==> config.mk <==
export PLATFORM = sky130hd
export DESIGN_NAME = joypad_top
export DESIGN_NICKNAME = d
export VERILOG_FILES = /design/src/hdl/axil_pkg.sv /design/src/hdl/joypad_pkg.sv /design/src/hdl/joypad_top.sv /design/src/hdl/p1_regs.sv /design/src/hdl/key_matrix.sv /design/src/hdl/button_sync.sv
export VERILOG_INCLUDE_DIRS = /design/src /design/src/hdl
export SDC_FILE = /design/constraint.sdc
export NUM_CORES = 1
export LEC_CHECK = 0
export BUFFER_PORTS_ARGS = -buffer_cell sky130_fd_sc_hd__buf_2
export CORE_MARGIN = 2
export CORE_UTILIZATION = 56
export DETAILED_ROUTE_END_ITERATION = 8
export GPL_TIMING_DRIVEN = 0
export HOLD_SLACK_MARGIN = 0.02
export PLACE_DENSITY = 0.94
export SLEW_MARGIN = 30
export SYNTH_ARGS = -nofsm -noshare
export SYNTH_HDL_FRONTEND = slang
export SYNTH_SLANG_ARGS = --single-unit
==> constraint.sdc <==
create_clock -name clk -period 3.5 [get_ports clk]
set_input_delay 0.35 -clock clk [delete_from_list [all_inputs] [get_ports clk]]
set_output_delay 0.35 -clock clk [all_outputs]
set_load 0.1 [all_outputs]
==> src/hdl/joypad_consts.svh <==
`ifndef JOYPAD_CONSTS_SVH
`define JOYPAD_CONSTS_SVH

// AXI4-Lite geometry
`define JOY_ADDR_W 8
`define JOY_DATA_W 32
`define JOY_STRB_W (`JOY_DATA_W / 8) // one strobe per byte

// register map, byte offsets
`define JOY_P1_ADDR  8'h00 // ff00 on the console
`define JOY_IRQ_ADDR 8'h04 // sticky joypad interrupt

// debounce window in clk cycles
`define JOY_DEBOUNCE 16

`endif
==> src/hdl/axil_pkg.sv <==
`default_nettype none

`include "joypad_consts.svh"

package axil_pkg;

	typedef enum logic [1:0] {
		RESP_OKAY   = 2'b00,
		RESP_SLVERR = 2'b10
	} resp_e;

	// master to slave
	typedef struct packed {
		logic [`JOY_ADDR_W-1:0] awaddr;
		logic                   awvalid;
		logic [`JOY_DATA_W-1:0] wdata;
		logic [`JOY_STRB_W-1:0] wstrb;
		logic                   wvalid;
		logic                   bready;
		logic [`JOY_ADDR_W-1:0] araddr;
		logic                   arvalid;
		logic                   rready;
	} axil_req_t;

	// slave to master
	typedef struct packed {
		logic                   awready;
		logic                   wready;
		resp_e                  bresp;
		logic                   bvalid;
		logic                   arready;
		logic [`JOY_DATA_W-1:0] rdata;
		resp_e                  rresp;
		logic                   rvalid;
	} axil_rsp_t;

endpackage

`default_nettype wire

==> src/hdl/joypad_pkg.sv <==
`default_nettype none

`include "joypad_consts.svh"

package joypad_pkg;

	// raw or debounced keys, all active low
	typedef struct packed {
		logic [3:0] act; // start, select, b, a
		logic [3:0] dir; // down, up, left, right
	} buttons_t;

	// P1 bits 5:4, a 0 selects the group
	typedef struct packed {
		logic sel_act; // P15
		logic sel_dir; // P14
	} select_t;

	typedef enum logic [`JOY_ADDR_W-1:0] {
		REG_P1  = `JOY_P1_ADDR,
		REG_IRQ = `JOY_IRQ_ADDR
	} reg_addr_e;

endpackage

`default_nettype wire

==> src/hdl/joypad_top.sv <==
`default_nettype none

module joypad_top
	import joypad_pkg::*, axil_pkg::*;
(
	input  logic      clk,
	input  logic      reset,
	input  buttons_t  pins,
	input  axil_req_t axil_req,
	output axil_rsp_t axil_rsp,
	output logic      irq
);

	buttons_t   clean;
	select_t    sel;
	logic [3:0] nibble;
	logic       fall;

	button_sync i_button_sync (
		.clk   (clk),
		.reset (reset),
		.pins  (pins),
		.clean (clean)
	);

	key_matrix i_key_matrix (
		.clk    (clk),
		.reset  (reset),
		.clean  (clean),
		.sel    (sel), // fed back from the register stage
		.nibble (nibble),
		.fall   (fall)
	);

	p1_regs i_p1_regs (
		.clk      (clk),
		.reset    (reset),
		.axil_req (axil_req),
		.axil_rsp (axil_rsp),
		.nibble   (nibble),
		.fall     (fall),
		.sel      (sel),
		.irq      (irq)
	);

endmodule

`default_nettype wire

==> src/hdl/p1_regs.sv <==
`default_nettype none

`include "joypad_consts.svh"

module p1_regs
	import joypad_pkg::*, axil_pkg::*;
(
	input  logic       clk,
	input  logic       reset,
	input  axil_req_t  axil_req,
	output axil_rsp_t  axil_rsp,
	input  logic [3:0] nibble,
	input  logic       fall,
	output select_t    sel,
	output logic       irq
);

	logic                   awready_q;
	logic                   bvalid_q;
	logic                   arready_q;
	logic                   rvalid_q;
	resp_e                  bresp_q;
	resp_e                  rresp_q;
	resp_e                  wr_resp;
	resp_e                  rd_resp;
	logic [`JOY_DATA_W-1:0] rdata_q;
	logic [`JOY_DATA_W-1:0] rd_data;
	logic                   wr_fire;
	logic                   rd_fire;
	logic                   p1_wr;
	logic                   irq_clr;
	logic                   flag;
	reg_addr_e              wr_addr;
	reg_addr_e              rd_addr;

	assign wr_fire = awready_q & axil_req.awvalid & axil_req.wvalid;
	assign rd_fire = arready_q & axil_req.arvalid;
	assign wr_addr = reg_addr_e'(axil_req.awaddr);
	assign rd_addr = reg_addr_e'(axil_req.araddr);

	always_comb begin
		p1_wr   = 1'b0;
		irq_clr = 1'b0;
		wr_resp = RESP_OKAY;
		case (wr_addr)
			REG_P1:  p1_wr   = wr_fire & axil_req.wstrb[0];
			REG_IRQ: irq_clr = wr_fire & axil_req.wstrb[0] & axil_req.wdata[0]; // write 1 to clear
			default: wr_resp = RESP_SLVERR;
		endcase
	end

	always_comb begin
		rd_data = '0;
		rd_resp = RESP_OKAY;
		case (rd_addr)
			REG_P1:  rd_data = {{(`JOY_DATA_W-8){1'b0}}, 2'b11, sel, nibble};
			REG_IRQ: rd_data = {{(`JOY_DATA_W-1){1'b0}}, flag};
			default: rd_resp = RESP_SLVERR; // data stays zero
		endcase
	end

	// write channel, aw and w accepted together
	always_ff @(posedge clk) begin
		if (reset) begin
			awready_q <= 1'b0;
			bvalid_q  <= 1'b0;
			bresp_q   <= RESP_OKAY;
		end else begin
			awready_q <= axil_req.awvalid & axil_req.wvalid & ~awready_q & ~bvalid_q;
			if (wr_fire) begin
				bvalid_q <= 1'b1;
				bresp_q  <= wr_resp;
			end else if (axil_req.bready) begin
				bvalid_q <= 1'b0;
			end
		end
	end

	// read channel, one outstanding read
	always_ff @(posedge clk) begin
		if (reset) begin
			arready_q <= 1'b0;
			rvalid_q  <= 1'b0;
			rresp_q   <= RESP_OKAY;
		end else begin
			arready_q <= axil_req.arvalid & ~arready_q & ~rvalid_q;
			if (rd_fire) begin
				rvalid_q <= 1'b1;
				rresp_q  <= rd_resp;
			end else if (axil_req.rready) begin
				rvalid_q <= 1'b0;
			end
		end
	end

	always_ff @(posedge clk) begin
		if (rd_fire) begin
			rdata_q <= rd_data; // held while rvalid waits
		end
	end

	always_ff @(posedge clk) begin
		if (reset) begin
			sel  <= select_t'(2'b11); // both groups off
			flag <= 1'b0;
		end else begin
			if (p1_wr) begin
				sel <= select_t'(axil_req.wdata[5:4]);
			end
			flag <= fall | (flag & ~irq_clr); // set beats clear
		end
	end

	always_comb begin
		axil_rsp.awready = awready_q;
		axil_rsp.wready  = awready_q;
		axil_rsp.bresp   = bresp_q;
		axil_rsp.bvalid  = bvalid_q;
		axil_rsp.arready = arready_q;
		axil_rsp.rdata   = rdata_q;
		axil_rsp.rresp   = rresp_q;
		axil_rsp.rvalid  = rvalid_q;
	end

	assign irq = flag;

endmodule

`default_nettype wire

==> src/hdl/key_matrix.sv <==
`default_nettype none

module key_matrix
	import joypad_pkg::*;
(
	input  logic       clk,
	input  logic       reset,
	input  buttons_t   clean,
	input  select_t    sel,
	output logic [3:0] nibble,
	output logic       fall
);

	logic [3:0] dir_m;
	logic [3:0] act_m;
	logic [3:0] prev;

	// a deselected group reads as released
	assign dir_m = sel.sel_dir ? 4'hf : clean.dir;
	assign act_m = sel.sel_act ? 4'hf : clean.act;

	always_ff @(posedge clk) begin
		if (reset) begin
			nibble <= 4'hf;
			prev   <= 4'hf;
			fall   <= 1'b0;
		end else begin
			nibble <= dir_m & act_m; // wired-and of both groups
			prev   <= nibble;
			fall   <= |(prev & ~nibble); // any line went 1 to 0
		end
	end

endmodule

`default_nettype wire

==> src/hdl/button_sync.sv <==
`default_nettype none

`include "joypad_consts.svh"

module button_sync
	import joypad_pkg::*;
(
	input  logic     clk,
	input  logic     reset,
	input  buttons_t pins,
	output buttons_t clean
);

	localparam int CNT_W = $clog2(`JOY_DEBOUNCE + 1);

	logic [7:0]       meta;
	logic [7:0]       stable;
	logic [7:0]       clean_q;
	logic [CNT_W-1:0] cnt [8];

	// two flops per pin
	always_ff @(posedge clk) begin
		if (reset) begin
			meta   <= '1;
			stable <= '1;
		end else begin
			meta   <= pins; // may go metastable
			stable <= meta;
		end
	end

	// each pin counts how long it has disagreed with clean
	always_ff @(posedge clk) begin
		if (reset) begin
			clean_q <= '1; // all keys released
			for (int i = 0; i < 8; i++) begin
				cnt[i] <= '0;
			end
		end else begin
			for (int i = 0; i < 8; i++) begin
				if (stable[i] == clean_q[i]) begin
					cnt[i] <= '0; // bounced back, start over
				end else if (cnt[i] == CNT_W'(`JOY_DEBOUNCE - 1)) begin
					cnt[i]     <= '0;
					clean_q[i] <= stable[i]; // held long enough
				end else begin
					cnt[i] <= cnt[i] + 1'b1;
				end
			end
		end
	end

	assign clean = clean_q;

endmodule

`default_nettype wire

# Word level (Yosys, flattened, before mapping)
# Memories as Yosys holds them, arrays and structs flattened.
# Index checks and enable logic that the tools add are counted.
# W data, S select, Z words.
[op_classes]
n_addsub = 8
n_bitwise = 52
eq_ne = 18
muxes = 125
n_reduce_logical = 15
[op_table]
columns = ["cell", "n"]
rows = [
  ["$mux W5", 24],
  ["$mux W1", 96],
  ["$add A5 B1 Y5 const B", 8],
  ["$eq A5 B4 Y1 const B", 8],
  ["$or A1 B1 Y1", 25],
  ["$eq A8 B3 Y1 const B", 2],
  ["$logic_not A8 Y1", 2],
  ["$pmux W8 S2", 1],
  ["$reduce_and A2 Y1", 8],
  ["$not A1 Y1", 13],
  ["$and A1 B1 Y1", 11],
  ["$and A4 B4 Y4", 2],
  ["$eq A1 B1 Y1", 8],
  ["$mux W4", 2],
  ["$mux W2", 2],
  ["$not A4 Y4", 1],
  ["$reduce_bool A2 Y1", 2],
  ["$reduce_or A2 Y1", 2],
  ["$reduce_or A4 Y1", 1],
]
[totals]
register_bits = 76
elab_cells = 242
ramBits = 40
output_inout_bits = 42
n_memories = 1
[mem_list]
columns = ["name", "depth", "word_bits", "rd", "rd_ports_with_merged_regs", "wr", "line", "text"]
rows = [
  ["i_button_sync.cnt", 8, 5, 8, 0, 8, "button_sync.sv:19", "logic [CNT_W-1:0] cnt [8];"],
]

# Depth between registers and ports, before layout
# Gate-level depths: netlist of run 1.
[logic_depth]
word_depth = 8
depth_mapped = 5
depth_no_buf = 5

# Cells and area by module
# A second synthesis of run 1 with hierarchy kept.
[hier_totals]
hier_cells = 335
hier_area_um2 = 3907.5
[modules_own_cells]
columns = ["mod", "n_inst", "cells_each", "seq_area_each_um2", "area_each_um2"]
rows = [
  ["button_sync", 1, 220, 1681.6, 2706.3],
  ["p1_regs", 1, 89, 390.4, 897.1],
  ["key_matrix", 1, 26, 180.2, 304.0],
]

# Worst setup path after synthesis of run 1
# OpenSTA, ideal clock, no wires.
[synth_timing]
kind = "register to output"
startpoint = "register i_p1_regs.rdata_q[6] (netlist name)"
endpoint = "output port axil_rsp[10] (netlist name)"
slack_ns = 1.803
stages_incl_launch_ff = 2
t_arrival_ns = 1.347
t_required_ns = 3.150
cell_sequence = "edfxtp_1 buf_4"
[synth_lines]
columns = ["item", "line", "text"]
rows = [
  ["end: declaration", "joypad_top.sv:10", "output axil_rsp_t axil_rsp,"],
]

==> impl_metrics.csv, run 1 <==
group,metric,value,unit
floorplanning,core,0.00676,mm²
placement,io_buffers,50,
timing,tightestPinTransition,531,ps
floorplanning,io_pins,109,
detailed_routing,drc,0,
floorplanning,die_h,87.2,µm
clock_tree,tritoncts,"yes",
timing,finalCriticalPeriod,1840,ps
pwr,p_total,2.15,mW
hold_path,min_to,"i_button_sync.meta[1]",
floorplanning,design.die.area,0.00761,mm²
critical_path,cp_slowest_cell,"or3_1",
floorplanning,die_x,87.2,µm
floorplanning,num_rows,30,
clock_tree,cts_hold_buf,0,
detailed_routing,post_drt_wl_per_cell,12.1,µm
logic_synthesis,synth.cell_area,0.00388,mm²
run,drv_cap,0,
logic_synthesis,synth_mux_area_share,0.774,%
logic_synthesis,yosys.area_share.simple,18.2,%
detailed_routing,num_vias,2568,
hold_path,hold_depth,2,
logic_synthesis,synth_top_area_share,36.4,%
placement,place_congestion,0.784,
logic_synthesis,synthCells,338,
clock_tree,h-tree-depth,3,
detailed_routing,first_pass_iters,4,
critical_path,crit_buf_inv,0,
critical_path,cp.required,3700,ps
logic_synthesis,synthAdderAreaFrac,5.16,%
logic_synthesis,syn_area_per_cell,11.5,µm²
cells_and_area,drive_above_1_share,25.9,%
logic_synthesis,synth_top_family_by_area,"simple AND/OR/NAND/NOR gates",
pwr,p_leak,2.16,nW
floorplanning,start_util,57.4,%
placement,hpwl,5030,µm
clock_tree,post_cts_buffers,0,
detailed_routing,wirelength,6650,µm
critical_path,r2r_slack,1660,ps
cells_and_area,final_common_cell,"conb_1",
critical_path,cp_max_fo,5,
logic_synthesis,synth-seq-area-share,58.0,%
critical_path,crit_family,"simple AND/OR/NAND/NOR gates",
logic_synthesis,synth_cell_types,36,
cells_and_area,nets,546,
logic_synthesis,synth_top_area_cell,"edfxtp_1",
global_routing,gr-total-overflow,0,
cells_and_area,instances_no_fill,548,
clock_tree,clock_latency,360,ps
detailed_routing,viasPerCell,4.69,
critical_path,path_cells,"ha_1 -> and3_1 -> ha_1 -> or3_1 -> nor2_1",
hold_path,worstHoldStart,"pins[1]",
critical_path,r2r_cells,5,
global_routing,grt_max_degree,16,
clock_tree,cts_resized,0,
hold_path,hold_class,"input pin to flop",
cells_and_area,syn_to_final_growth,20.5,%
clock_tree,path_clk_slew,90,ps
global_routing,antenna_found_initial,0,
timing,drv_slew,0,
logic_synthesis,synth_seq_cells,89,
critical_path,crit_path_max_incr_delay,440,ps
logic_synthesis,synthXorXnorAreaFrac,5.42,%
pwr,p_per_area,459,mW/mm²
timing,finalCritPeriodShare,52.7,%
cells_and_area,final_cell_mix,"conb_1 (66), buf_2 (51), nor2_1 (47), edfxtp_1 (47), dfxtp_1 (42)",
timing,finalSetupTns,0,ps
timing,hold_viol_final,0,
placement,place_ws,1670,ps
clock_tree,clockRootBuffer,"clkbuf_8",
global_routing,grt_usage,18.5,%
timing,setup_slack,1660,ps
critical_path,r2r_start,"i_button_sync.cnt[0][15]",
global_routing,grt_first_pass_wirelength,10500,µm
clock_tree,cts_buffer_depth,2,
timing,fmax,543,MHz
clock_tree,clock_sinks,89,
detailed_routing,drt-initial-drc-count,145,
detailed_routing,drtAntennaViolNets,0,
critical_path,crit_type,"flop to flop",
critical_path,reg2reg_to,"i_button_sync.cnt[0][18]",
logic_synthesis,yosys-top-cells-area,"edfxtp_1 (36%), dfxtp_1 (22%), buf_4 (6.2%), ha_1 (5.2%), nor2_1 (4.5%)",
timing,rsz0062_at_grt,"false",
logic_synthesis,synth_compound_area_share,3.61,%
critical_path,critPathLaunchType,"flop",
critical_path,arrival,2040,ps
pwr,peakVddDrop,0.000400,V
logic_synthesis,yosys_warnings,0,
global_routing,grt_pass1_vias,2497,
clock_tree,cts_buffers,9,
critical_path,cp-end-kind,"flop",
timing,relSlewSlack,64.6,%
timing,fin_skew,17.9,ps
timing,setup_viol,0,
outcome,status,"finished, final reports clean",
placement,numPlacedInstances,532,
cells_and_area,antenna_cells,0,
critical_path,cp_common_cell,"ha_1",
logic make-up (layout without fill, tap and decap cells):
logic type | after synthesis | count (layout)
AOI/OAI and AO/OA | 19 | 19
xor gates and xnor gates | 24 | 24
adders and majority gates | 16 | 16
buffers and inverters | 57 | 123
DFF | 89 | 89
muxes | 3 | 3
other | 2 | 66
and+or+nand+nor | 128 | 128
worst reg2reg max path, stage by stage (launching register included):
cell      delay (ps)
edfxtp_1         420
ha_1             240
and3_1           190
ha_1             240
or3_1            440
nor2_1           170
flip-flops by register name (all words and copies together), names as in the netlist, 2 cells and up:
name,cells
i_button_sync.clean,8
i_button_sync.cnt,40
i_button_sync.meta,8
i_button_sync.stable,8
i_key_matrix.nibble,4
i_key_matrix.prev,4
i_p1_regs.rdata_q,7
i_p1_regs.sel,2
how the worst max path moves through the flow:
stage / startpoint / end / slack (ps) / cells past startpoint
2_1_floorplan: i_p1_regs.rdata_q[6] / axil_rsp[10] / 1800 / 1
3_3_place_gp: i_button_sync.cnt[0][0] / i_button_sync.cnt[0][2] / 1760 / 5
3_5_place_dp: i_button_sync.cnt[0][15] / i_button_sync.cnt[0][18] / 1670 / 5
4_1_cts: i_button_sync.cnt[0][15] / i_button_sync.cnt[0][18] / 1640 / 5
5_1_grt: i_button_sync.cnt[0][0] / i_button_sync.cnt[0][2] / 1560 / 5
6_report: i_button_sync.cnt[0][15] / i_button_sync.cnt[0][18] / 1660 / 5
cell usage after synthesis (all sizes together):
cell type,n
mux2i,3
xnor2,16
and4b,1
nor2,47
or3,9
o21bai,1
nor2b,9
o22ai,4
and2b,1
xor2,8
nor4b,1
nand3,8
nand2,2
clkbuf,4
and2,3
edfxtp,47
conb,2
a211o,8
nand2b,7
buf,33
nor4,3
a22oi,1
nor3,5
ha,16
nand4b,1
or4,2
a21oi,2
or2,20
a211oi,1
dfxtp,42
inv,20
a31oi,2
and3,9
per-layer routing:
layer,up-vias,GRT usage (%),wire length (µm)
met3,10,4.55,363
met1,1181,20.5,2730
met5,-,0,0
met2,80,33.7,3440
met4,0,7.83,118
li1,1297,-,-
power by group:
group	switching, mW	total, mW	internal (mW)
logic	0.213	0.284	0.0710
clock network	0.364	0.712	0.348
registers	0.0205	1.15	1.13
total	0.597	2.15	1.55
cell type report:
cell class | instances | area [µm²]
timing repair buffer | 50 | 250
buffer | 37 | 260
multi-input combinational | 256 | 1530
sequential | 89 | 2250
inverter | 20 | 75.1
clock inverter | 4 | 28.8
fill | 509 | 2080
clock buffer | 12 | 178
tap | 80 | 100
stage by stage:
stage	hold WS [ps]	util, %	cell area (µm²)
finish	165	69.2	4680
global route	152	69.2	4680
CTS	150	69.2	4680
detailed placement	395	66.2	4470
global placement	393	66.2	4470
floorplan	389	-	4120
(Power assumes the default switching activity.)
==> run 2, diff against run 1 <==
CORE_UTILIZATION = 47   (was 56)
PLACE_DENSITY = 0.85   (was 0.94)
clock period = 1.5 ns   (was 3.5 ns; I/O delays follow)
==> run 2 against run 1 <==
  * The flow now finishes with violations (negative setup slack)
  * Total power is 150% higher
  * Non-clock buffer count is 37 higher
  * Worst hold slack lost 120 ps
  * Clock skew decreased by 7.0 ps
  * Count of clock-buffer cells in the layout up 3
  * Die area is 18% higher
  * Sequential power up 130%
  * Critical path type unchanged
==> impl_metrics.csv, run 2 (synthesis results as in run 1) <==
group,metric,value,unit
timing,holdWs,42.1,ps
detailed_routing,drc,0,
pwr,power_frac_comb,14.6,%
pwr,p_per_area,991,mW/mm²
timing,tightestPinTransition,544,ps
critical_path,arrival,1820,ps
detailed_routing,viasPerCell,4.51,
floorplanning,num_rows,33,
clock_tree,clockRootBuffer,"clkbuf_8",
clock_tree,path_clk_slew,90,ps
critical_path,r2r_start,"i_button_sync.cnt[0][1]",
pwr,swShare,26.6,%
outcome,violations,"negative setup slack",
critical_path,crit_path_end,"i_button_sync.cnt[0][1]",
global_routing,grt_pass1_vias,2888,
cells_and_area,final_common_cell,"conb_1",
cells_and_area,nets,583,
floorplanning,start_util,47.9,%
detailed_routing,wirelength,7840,µm
timing,fmax,625,MHz
clock_tree,h-tree-depth,3,
pwr,internal_power,3.91,mW
critical_path,critPathLaunchType,"flop",
floorplanning,core,0.00809,mm²
placement,place_congestion,0.737,
critical_path,r2r_cells,5,
clock_tree,cts_buffers,9,
pwr,peakVddDrop,0.000541,V
critical_path,r2r_slack,-100,ps
timing,finalCriticalPeriod,1600,ps
timing,finalCritPeriodShare,107,%
pwr,p_leak,2.34,nW
cells_and_area,final_cell_mix,"conb_1 (66), buf_4 (59), buf_2 (51)",
global_routing,grt_first_pass_wirelength,12400,µm
detailed_routing,num_vias,2752,
critical_path,reg2reg_to,"i_button_sync.cnt[0][1]",
outcome,status,"finished with violations",
cells_and_area,antenna_cells,0,
placement,place_ws,-133,ps
critical_path,crit_type,"flop to flop",
critical_path,cp_max_fo,5,
pwr,power.share.clock,35.0,%
pwr,net-switching-power,1.42,mW
placement,hpwl,4790,µm
global_routing,antenna_found_initial,0,
critical_path,cp-end-kind,"flop",
cells_and_area,drive_above_1_share,42.6,%
cells_and_area,top_register,"i_button_sync.cnt",
critical_path,startpoint,"i_button_sync.cnt[0][1]",
global_routing,grt_usage,18.3,%
cells_and_area,largest_reg_flops,40,
detailed_routing,drtAntennaViolNets,0,
clock_tree,clock_latency,360,ps
global_routing,gr-total-overflow,0,
timing,hold_viol_final,0,
clock_tree,tritoncts,"yes",
timing,setup_slack,-99.8,ps
timing,setup_viol,40,
timing,drv_slew,0,
pwr,power_frac_seq,50.3,%
floorplanning,die_x,94.9,µm
timing,fin_skew,10.9,ps
global_routing,grt_max_degree,15,
timing,rsz0062_at_grt,"true",
run,drv_cap,0,
floorplanning,design.die.area,0.00900,mm²
pwr,p_total,5.33,mW
cells_and_area,finish.utilization,66.5,%
floorplanning,die_h,94.9,µm
floorplanning,io_pins,109,
timing,relSlewSlack,63.7,%
cells_and_area,syn_to_final_growth,38.7,%
critical_path,cp.required,1720,ps
hold_path,hold_class,"input pin to flop",
clock_tree,cts_buffer_depth,2,
placement,io_buffers,50,
detailed_routing,first_pass_iters,4,
clock_tree,clock_sinks,89,
detailed_routing,post_drt_wl_per_cell,12.9,µm
detailed_routing,drt-initial-drc-count,111,
## run 2: worst max-delay path: stages, from the launching register on
cell and delay [ps]:
edfxtp_1 420, ha_2 210, and3_4 180, ha_4 150
or3_4 380, nor2_2 120
## run 2: power groups by stage
| stage | Sequential [mW] | Combinational (mW) | Clock (mW) |
|---|---|---|---|
| 5_1_grt | 2.70 | 0.827 | 2.01 |
| 3_5_place_dp | 2.74 | 0.672 | 0 |
| 3_3_place_gp | 2.73 | 0.660 | 0 |
| 4_1_cts | 2.68 | 0.735 | 1.90 |
| 2_1_floorplan | 2.77 | 0.541 | 0 |
| 6_report | 2.69 | 0.780 | 1.87 |
## run 2: how the worst min path moves through the flow
stage	from	endpoint	slack (ps)	cells past startpoint
5_1_grt	axil_req[21]	i_p1_regs.sel[1]	50	3
2_1_floorplan	pins[0]	i_button_sync.meta[0]	250	1
3_5_place_dp	pins[2]	i_button_sync.meta[2]	340	2
6_report	axil_req[0]	i_p1_regs.rvalid_q	40	3
4_1_cts	axil_req[0]	i_p1_regs.rvalid_q	30	3
3_3_place_gp	pins[4]	i_button_sync.meta[4]	340	2
## run 2: final cells by class
type / instances / area, µm²
fillers: 582 / 2710
plain buffers: 37 / 260
well taps: 105 / 131
flip-flops and latches: 89 / 2250
clock inverters: 1 / 6.26
clock buffers: 15 / 240
repair buffers: 87 / 553
multi-input cells: 256 / 1860
inverters: 20 / 75.1
## run 2: stage by stage
| stage | TNS, ps | instances | instance area [µm²] |
|---|---|---|---|
| 3_3_place_gp | -2310 | 557 | 4640 |
| 4_1_cts | -1410 | 606 | 5260 |
| 6_report | -2150 | 610 | 5380 |
| 5_1_grt | -4250 | 610 | 5380 |
| 3_5_place_dp | -3770 | 557 | 4640 |
| 2_1_floorplan | -392 | 402 | 4260 |
## run 2: repair_timing
item	CTS	global route
resized for setup	22	28
pin swaps	24	10
endpoints found under the hold margin	9	0
hold buffers	10	0
endpoints found under the setup margin	40	43
setup buffers	23	4
## run 2: metal layers
metal	GRT usage [%]	part of all wire [%]
met5	0	0
met4	10.5	2.8
met3	3.67	4.7
met2	33.6	54
met1	19.2	39
